File: config.mk
export PLATFORM = sky130hd
export DESIGN_NAME = game_top
export DESIGN_NICKNAME = d
export VERILOG_FILES = /design/src/source/game_pkg.sv /design/src/source/vga_pkg.sv /design/src/source/draw_bg.sv /design/src/source/game_fsm.sv /design/src/source/game_top.sv /design/src/source/vga_timing.sv
export VERILOG_INCLUDE_DIRS = /design/src /design/src/source
export SDC_FILE = /design/constraint.sdc
export NUM_CORES = 1
export LEC_CHECK = 0
export BUFFER_PORTS_ARGS = -buffer_cell sky130_fd_sc_hd__buf_2
export CAP_MARGIN = 20
export CELL_PAD_IN_SITES_DETAIL_PLACEMENT = 1
export CELL_PAD_IN_SITES_GLOBAL_PLACEMENT = 1
export CORE_MARGIN = 1.5
export CORE_UTILIZATION = 40
export CTS_BUF_LIST = sky130_fd_sc_hd__clkbuf_2
export DETAILED_ROUTE_END_ITERATION = 7
export PLACE_DENSITY_LB_ADDON = 0.1
export RECOVER_POWER = 100
export SLEW_MARGIN = 15
export SYNTH_ARGS = -nofsm -noshare
export SYNTH_HDL_FRONTEND = slang
export SYNTH_SLANG_ARGS = --single-unit
File: constraint.sdc
create_clock -name clk -period 1.8 [get_ports clk]
set_clock_uncertainty 0.05 [all_clocks]
set_input_delay 0.36 -clock clk [delete_from_list [all_inputs] [get_ports clk]]
set_output_delay 0.36 -clock clk [all_outputs]
set_load 0.005 [all_outputs]
File: src/source/vga_params.svh
// raster geometry for the VGA timing generator
// round length and win threshold for the game FSM
// 12-bit 4:4:4 colour constants for the background painter
// a build overrides the set by predefining the guard and every macro

`ifndef VGA_PARAMS_SVH
`define VGA_PARAMS_SVH

// horizontal, in pixels
`define HOR_PIXELS 800
`define HOR_FRONT  40
`define HOR_SYNC   128
`define HOR_BACK   88

// vertical, in lines
`define VER_PIXELS 600
`define VER_FRONT  1
`define VER_SYNC   4
`define VER_BACK   23

`define ROUND_FRAMES 3 // frames per round
`define WIN_HITS     4 // min hits for a win

`define RGB_BLACK  12'h000
`define RGB_TOP    12'hff0 // yellow
`define RGB_BOTTOM 12'hf00 // red
`define RGB_LEFT   12'h0f0 // green
`define RGB_RIGHT  12'h00f // blue
`define RGB_WIN    12'h0f0
`define RGB_LOSE   12'hf00
`define RGB_FILL   12'h88f // neutral grey-blue

`endif

File: src/source/game_pkg.sv
// game control types
//   game_state_t   FSM state
//   game_result_t  round outcome, painter encoding

`default_nettype none

package game_pkg;

    typedef enum logic [1:0] {
        ST_START,   // title screen, waiting for start
        ST_PLAY,    // round in progress
        ST_END      // result shown
    } game_state_t;

    typedef enum logic [1:0] {
        RES_NONE = 2'b00,
        RES_LOSE = 2'b01,
        RES_WIN  = 2'b10
    } game_result_t;

endpackage

`default_nettype wire

File: src/source/vga_pkg.sv
// raster types shared by the timing generator, painter and top
//   count_t  pixel or line coordinate
//   rgb_t    4:4:4 colour word

`default_nettype none

package vga_pkg;

    // 11 bits covers totals up to 2047
    typedef logic [10:0] count_t;

    // r in [11:8], g in [7:4], b in [3:0]
    typedef logic [11:0] rgb_t;

endpackage

`default_nettype wire

File: src/source/draw_bg.sv
// background painter
// one register stage on all raster signals
// colour priority is blank, top, bottom, left, right, then result fill

`timescale 1ns/1ps
`default_nettype none

`include "vga_params.svh"

module draw_bg (
    input  logic                   clk,
    input  logic                   rst,
    input  game_pkg::game_result_t result,
    input  vga_pkg::count_t        hcount_in,
    input  vga_pkg::count_t        vcount_in,
    input  logic                   hsync_in,
    input  logic                   vsync_in,
    input  logic                   hblnk_in,
    input  logic                   vblnk_in,
    output vga_pkg::count_t        hcount,
    output vga_pkg::count_t        vcount,
    output logic                   hsync,
    output logic                   vsync,
    output logic                   hblnk,
    output logic                   vblnk,
    output vga_pkg::rgb_t          rgb
);

    localparam vga_pkg::count_t H_LAST = vga_pkg::count_t'(`HOR_PIXELS - 1);
    localparam vga_pkg::count_t V_LAST = vga_pkg::count_t'(`VER_PIXELS - 1);

    vga_pkg::rgb_t rgb_nxt;

    always_comb begin
        if (hblnk_in || vblnk_in)
            rgb_nxt = `RGB_BLACK;                   // blanking
        else if (vcount_in == '0)
            rgb_nxt = `RGB_TOP;
        else if (vcount_in == V_LAST)
            rgb_nxt = `RGB_BOTTOM;
        else if (hcount_in == '0)
            rgb_nxt = `RGB_LEFT;
        else if (hcount_in == H_LAST)
            rgb_nxt = `RGB_RIGHT;
        else if (result == game_pkg::RES_WIN)
            rgb_nxt = `RGB_WIN;                     // inner area shows the outcome
        else if (result == game_pkg::RES_LOSE)
            rgb_nxt = `RGB_LOSE;
        else
            rgb_nxt = `RGB_FILL;                    // no result yet
    end

    always_ff @(posedge clk) begin
        if (rst) begin
            hcount <= '0;
            vcount <= '0;
            hsync  <= 1'b0;
            vsync  <= 1'b0;
            hblnk  <= 1'b0;
            vblnk  <= 1'b0;
            rgb    <= '0;
        end else begin
            hcount <= hcount_in;                    // keep timing aligned with rgb
            vcount <= vcount_in;
            hsync  <= hsync_in;
            vsync  <= vsync_in;
            hblnk  <= hblnk_in;
            vblnk  <= vblnk_in;
            rgb    <= rgb_nxt;
        end
    end

endmodule

`default_nettype wire

File: src/source/game_fsm.sv
// game control FSM
// start request latch, frame edge detect from vblnk
// frame counter, saturating hit counter, round result

`timescale 1ns/1ps
`default_nettype none

`include "vga_params.svh"

module game_fsm (
    input  logic                     clk,
    input  logic                     rst,
    input  logic                     start,
    input  logic                     hit,
    input  logic                     vblnk,
    output game_pkg::game_state_t    state,
    output game_pkg::game_result_t   result
);

    localparam int FW = $clog2(`ROUND_FRAMES + 1);

    localparam logic [FW-1:0] FRAME_LAST = FW'(`ROUND_FRAMES - 1);
    localparam logic [3:0]    WIN_MIN    = 4'(`WIN_HITS);

    logic                   vblnk_d;        // vblnk one cycle back
    logic                   frame_edge;     // first cycle of an active frame
    logic                   start_pend;
    logic                   start_pend_nxt;
    logic [FW-1:0]          frame_cnt;
    logic [FW-1:0]          frame_cnt_nxt;
    logic [3:0]             hit_cnt;
    logic [3:0]             hit_cnt_nxt;
    game_pkg::game_state_t  state_nxt;
    game_pkg::game_result_t result_nxt;

    assign frame_edge = vblnk_d && !vblnk;  // falling edge of vertical blank

    always_comb begin
        state_nxt      = state;
        result_nxt     = result;
        start_pend_nxt = start_pend;
        frame_cnt_nxt  = frame_cnt;
        hit_cnt_nxt    = hit_cnt;
        case (state)
            game_pkg::ST_START, game_pkg::ST_END: begin
                if (start)
                    start_pend_nxt = 1'b1;              // hold request till the frame edge
                if (frame_edge && (start_pend || start)) begin
                    state_nxt      = game_pkg::ST_PLAY;
                    result_nxt     = game_pkg::RES_NONE;
                    start_pend_nxt = 1'b0;
                    frame_cnt_nxt  = '0;
                    hit_cnt_nxt    = '0;
                end
            end
            game_pkg::ST_PLAY: begin
                if (hit && (hit_cnt != 4'hf))
                    hit_cnt_nxt = hit_cnt + 1'b1;       // saturates at 15
                if (frame_edge) begin
                    if (frame_cnt == FRAME_LAST) begin  // round over
                        state_nxt  = game_pkg::ST_END;
                        result_nxt = (hit_cnt_nxt >= WIN_MIN) ? game_pkg::RES_WIN
                                                              : game_pkg::RES_LOSE;
                    end else begin
                        frame_cnt_nxt = frame_cnt + 1'b1;
                    end
                end
            end
            default: state_nxt = game_pkg::ST_START;   // unused code
        endcase
    end

    always_ff @(posedge clk) begin
        if (rst) begin
            vblnk_d    <= 1'b0;
            state      <= game_pkg::ST_START;
            result     <= game_pkg::RES_NONE;
            start_pend <= 1'b0;
            frame_cnt  <= '0;
            hit_cnt    <= '0;
        end else begin
            vblnk_d    <= vblnk;
            state      <= state_nxt;
            result     <= result_nxt;
            start_pend <= start_pend_nxt;
            frame_cnt  <= frame_cnt_nxt;
            hit_cnt    <= hit_cnt_nxt;
        end
    end

endmodule

`default_nettype wire

File: src/source/game_top.sv
// game screen top level
// raster timing -> background painter, game FSM drives the result
// one registered pixel stream out, FSM state and result exported

`timescale 1ns/1ps
`default_nettype none

module game_top (
    input  logic                   clk,
    input  logic                   rst,
    input  logic                   start,      // level request
    input  logic                   hit,        // one pulse per hit
    output vga_pkg::count_t        hcount,
    output vga_pkg::count_t        vcount,
    output logic                   hsync,
    output logic                   vsync,
    output logic                   hblnk,
    output logic                   vblnk,
    output vga_pkg::rgb_t          rgb,
    output game_pkg::game_state_t  state,
    output game_pkg::game_result_t result
);

    vga_pkg::count_t tim_hcount;    // raw raster from the counters
    vga_pkg::count_t tim_vcount;
    logic            tim_hsync;
    logic            tim_vsync;
    logic            tim_hblnk;
    logic            tim_vblnk;

    vga_timing vga_timing_i (
        .clk    (clk),
        .rst    (rst),
        .hcount (tim_hcount),
        .vcount (tim_vcount),
        .hsync  (tim_hsync),
        .vsync  (tim_vsync),
        .hblnk  (tim_hblnk),
        .vblnk  (tim_vblnk)
    );

    game_fsm game_fsm_i (
        .clk    (clk),
        .rst    (rst),
        .start  (start),
        .hit    (hit),
        .vblnk  (tim_vblnk),      // frame edge source
        .state  (state),
        .result (result)
    );

    draw_bg draw_bg_i (
        .clk       (clk),
        .rst       (rst),
        .result    (result),
        .hcount_in (tim_hcount),
        .vcount_in (tim_vcount),
        .hsync_in  (tim_hsync),
        .vsync_in  (tim_vsync),
        .hblnk_in  (tim_hblnk),
        .vblnk_in  (tim_vblnk),
        .hcount    (hcount),
        .vcount    (vcount),
        .hsync     (hsync),
        .vsync     (vsync),
        .hblnk     (hblnk),
        .vblnk     (vblnk),
        .rgb       (rgb)
    );

endmodule

`default_nettype wire

File: src/source/vga_timing.sv
// VGA raster timing generator
// horizontal and vertical counters over the full totals
// registered sync and blanking decode aligned with the counters

`timescale 1ns/1ps
`default_nettype none

`include "vga_params.svh"

module vga_timing (
    input  logic            clk,
    input  logic            rst,
    output vga_pkg::count_t hcount,
    output vga_pkg::count_t vcount,
    output logic            hsync,
    output logic            vsync,
    output logic            hblnk,
    output logic            vblnk
);

    localparam int H_TOTAL = `HOR_PIXELS + `HOR_FRONT + `HOR_SYNC + `HOR_BACK;
    localparam int V_TOTAL = `VER_PIXELS + `VER_FRONT + `VER_SYNC + `VER_BACK;

    localparam vga_pkg::count_t H_LAST   = vga_pkg::count_t'(H_TOTAL - 1);
    localparam vga_pkg::count_t V_LAST   = vga_pkg::count_t'(V_TOTAL - 1);
    localparam vga_pkg::count_t H_ACTIVE = vga_pkg::count_t'(`HOR_PIXELS);
    localparam vga_pkg::count_t V_ACTIVE = vga_pkg::count_t'(`VER_PIXELS);
    localparam vga_pkg::count_t HS_START = vga_pkg::count_t'(`HOR_PIXELS + `HOR_FRONT);
    localparam vga_pkg::count_t HS_END   = vga_pkg::count_t'(`HOR_PIXELS + `HOR_FRONT
                                                             + `HOR_SYNC);
    localparam vga_pkg::count_t VS_START = vga_pkg::count_t'(`VER_PIXELS + `VER_FRONT);
    localparam vga_pkg::count_t VS_END   = vga_pkg::count_t'(`VER_PIXELS + `VER_FRONT
                                                             + `VER_SYNC);

    vga_pkg::count_t hcount_nxt;
    vga_pkg::count_t vcount_nxt;

    always_comb begin
        hcount_nxt = hcount + 1'b1;
        vcount_nxt = vcount;
        if (hcount == H_LAST) begin             // end of line
            hcount_nxt = '0;
            if (vcount == V_LAST)               // end of frame
                vcount_nxt = '0;
            else
                vcount_nxt = vcount + 1'b1;
        end
    end

    // decode from the next count so flags line up with the counters
    always_ff @(posedge clk) begin
        if (rst) begin
            hcount <= '0;
            vcount <= '0;
            hsync  <= 1'b0;
            vsync  <= 1'b0;
            hblnk  <= 1'b0;
            vblnk  <= 1'b0;
        end else begin
            hcount <= hcount_nxt;
            vcount <= vcount_nxt;
            hblnk  <= (hcount_nxt >= H_ACTIVE);
            vblnk  <= (vcount_nxt >= V_ACTIVE);
            hsync  <= (hcount_nxt >= HS_START) && (hcount_nxt < HS_END);   // pulse window
            vsync  <= (vcount_nxt >= VS_START) && (vcount_nxt < VS_END);
        end
    end

endmodule

`default_nettype wire

==> results by group <==
Synthesis
  • Top-count cell post-synth: dfxtp_1
  • Synthesized netlist cell count: 359
  • Synth top area share: 0.431
  • Largest area contributor in the netlist: dfxtp_1
  • Post-synth top cells: dfxtp_1 (68), nor2_1 (34), a21oi_1 (28)
  • Post-synth ARST share: 0
  • Top_reg_cell synth: dfxtp_1
  • Post-synthesis sequential area ratio: 0.431
  • Number of flops mapped to enable cells by yosys: 0
  • Yosys cell types: 54
  • Synth Net Count: 372
  • Synth warn: 0
  • Avg Synthesized Cell Area: about 9 µm²
  • Synth area leaders: dfxtp_1 (43%), nor2b_1 (5.3%), a21oi_1 (4.4%), nor2_1 (4.0%), ha_1 (3.6%)
  • Post-Syn Area: 0.00316 mm²
  • Yosys reg bits: 68

Clock network
  • Clock transition at the registers of the reported paths: 0.21 ns
  • H-tree depth: 3
  • CTS tree: built
  • Clk_lat worst skew: 0.50 ns
  • Clk root buf: clkbuf_2
  • Number of buffers created by CTS: 9
  • CTS max path bufs: 2
  • Clock sink total: 68

Global routing
  • Wire length of the first global-routing pass: ~14 mm
  • Number of global-route vias before repair: between 2,000 and 3,000
  • GR Util All Layers: 0.211
  • Gr ovfl total: 0
  • Initial antenna violation count: 0
  • Pin count of the biggest net entering global routing: 33

Power and ir drop
  • Max IR drop VDD: 0.000309 V
  • PD cells: 610 mW/mm²
  • Tot Pwr: 2.54 mW
  • Leakage power: approximately 1.7 nW

Timing
  • Final Hold Fails: 0
  • Max Slew Vio Count: 0
  • Max Clk Rate: 510 MHz
  • Final worst-path cycle share: 1.09
  • Slew @ Worst Pin: 0.751 ns
  • Setup_tns: -0.342 ns
  • Setup violators final: 3
  • Max-slew headroom: 0.500
  • Final min period: a little under 2 ns
  • RSZ-0062 raised after global routing: true
  • Setup slack after layout: -0.161 ns
  • Hold slack final: between 0.1 and 0.15 ns

Routing
  • # DRC: 0
  • Drt total wl: ~9 mm
  • Vias: 2,867
  • Vias per std cell: between 5 and 6
  • First DRT Iteration DRCs: 86
  • Final ANT Viol Nets: 0
  • TritonRoute pass-1 iters: 4
  • Routed wire per std cell: 16.0 µm

Outcome
  • Violated checks: setup timing
  • Outcome: finished, violations left

Place
  • RePlAce Congestion: 0.858
  • HPWL Detailed: 6.02 mm
  • Pre-CTS setup slack: -0.175 ns
  • Port bufs: 45

Die
  • Initial core utilization: 0.411
  • Die Area: 0.00844 mm²
  • Core area: 0.00769 mm²
  • Die span in x: 91.9 µm
  • I/O Pins: 46
  • # rows: 32
  • Die height: 91.9 µm

Layout
  • Diodes inserted: 0
  • Share of cells above drive strength 1: 0.383
  • Share of the core filled with cells: 0.543
  • Nets: approximately 460
  • Synth-to-Final Area Change: 32.0%

Setup path
  • Critical Path Fanout Max: 4
  • Endpoint class of the critical path: flip-flop
  • WP data required: 2.17 ns
  • Delay-heaviest family, CP: simple AND/OR/NAND/NOR gates
  • Critical Path Source Type: flip-flop
  • CP max stage delay: 0.41 ns
  • Crit path max-delay cell type: dfxtp_4
  • CP cell instances: buf_4 -> and4_1 -> and4_1 -> nand4_1 -> a211oi_2 -> nor3b_2 -> o31ai_2
  • Most used cell along the critical path: and4_1
  • WP data arrival: between 2 and 2.5 ns
  • Critical path type: flip-flop to flip-flop
  • WP buf/inv: 1

Flow run
  • MaxCap Viol Count: 0

Worst hold path
  • Type of the worst min-delay path: input port to flip-flop
tightest hold or removal path: cells and delay by family:
family                 cells  cell delay (ns)
buffers and inverters      1             0.11
AOI/OAI and AO/OA          2             0.18
stage by stage:
step	area (µm²)	instances
floorplan	3200	359
CTS	3960	540
global placement	3730	522
finish	4170	549
global route	4170	549
detailed placement	3730	522
placed cells by master, fill, tap and decap left out, types with 3 or more instances in the layout:
master,synthesis,routed
a211oi_2,2,3
a21oi_1,28,24
a21oi_2,0,4
a31oi_1,5,4
and2_1,4,3
and3_1,7,5
and4_1,7,4
and4_4,1,3
buf_2,8,44
buf_4,10,53
clkbuf_1,12,3
clkbuf_2,0,10
clkinvlp_4,0,3
dfxtp_1,68,60
dfxtp_2,0,6
ha_1,9,7
inv_1,13,13
nand2_1,24,23
nand2b_1,3,3
nand3_1,13,11
nand4_1,7,7
nor2_1,34,33
nor2b_1,27,25
nor3_1,9,7
o21ai_0,6,3
or3_4,0,3
xnor2_1,10,9
xor2_1,4,4
layout make-up:
class | count | area [µm²]
Fill cell | 923 | 3520
Clock inverter | 6 | 63.8
Sequential cell | 68 | 1380
Multi-Input combinational cell | 247 | 1840
Timing Repair Buffer | 103 | 662
Inverter | 13 | 48.8
Tap cell | 102 | 128
Clock buffer | 10 | 50.0
cells by family (layout without fill, tap and decap cells):
kind of cell / Yosys count / after routing / share of synthesized area
AND/OR/NAND/NOR: 157 / 158 / 0.282
flip-flops: 68 / 68 / 0.431
AO/OA/AOI/OAI: 63 / 63 / 0.128
buffers and inverters: 45 / 132 / 0.0733
XOR/XNOR: 15 / 15 / 0.0440
adder cells (fa/ha/maj): 9 / 9 / 0.0356
multiplexers: 2 / 2 / 0.00634
layer usage:
layer / track usage / wire length (µm) / vias to the layer above
li1: - / - / 1410
met1: 0.283 / 4120 / 1388
met2: 0.345 / 4290 / 60
met3: 0.0282 / 269 / 9
met4: 0.0782 / 110 / 0
met5: 0 / 0 / -
path summary, 6_finish.rpt:
check	depth (start not counted)	startpoint	endpoint	slack, ns
worst min register to register	1	vga_timing_i.vsync	draw_bg_i.vsync	0.41
worst min-delay path	3	start	game_fsm_i.start_pend	0.14
worst max register to register	7	vga_timing_i.vcount[1]	vga_timing_i.vblnk	-0.16
worst max-delay path	7	vga_timing_i.vcount[1]	vga_timing_i.vblnk	-0.16
state kept, by name (all words and copies together), names as in the netlist, 2 cells and up:
name                  cells
game_fsm_i.state          2
draw_bg_i.vcount         11
game_fsm_i.hit_cnt        4
draw_bg_i.rgb             5
game_fsm_i.result         2
game_fsm_i.frame_cnt      2
vga_timing_i.hcount      11
draw_bg_i.hcount         11
vga_timing_i.vcount      11
power by group:
part           total (mW)  leakage (nW)  switching [mW]  internal (mW)
Sequential           1.53         0.554         0.00873           1.52
Clock               0.902        0.0645           0.579          0.323
Combinational       0.110          1.06          0.0665         0.0436
what timing repair did:
item                                    in CTS  in global routing
pin swaps                                    6                 15
buffers inserted                             0                  9
endpoints found under the setup margin      11                 17
hold buffers                                 1                  0
endpoints found under the hold margin        1                  0
resized for setup                           19                 39
gates cloned                                 1                  0
(Power assumes the default switching activity.)
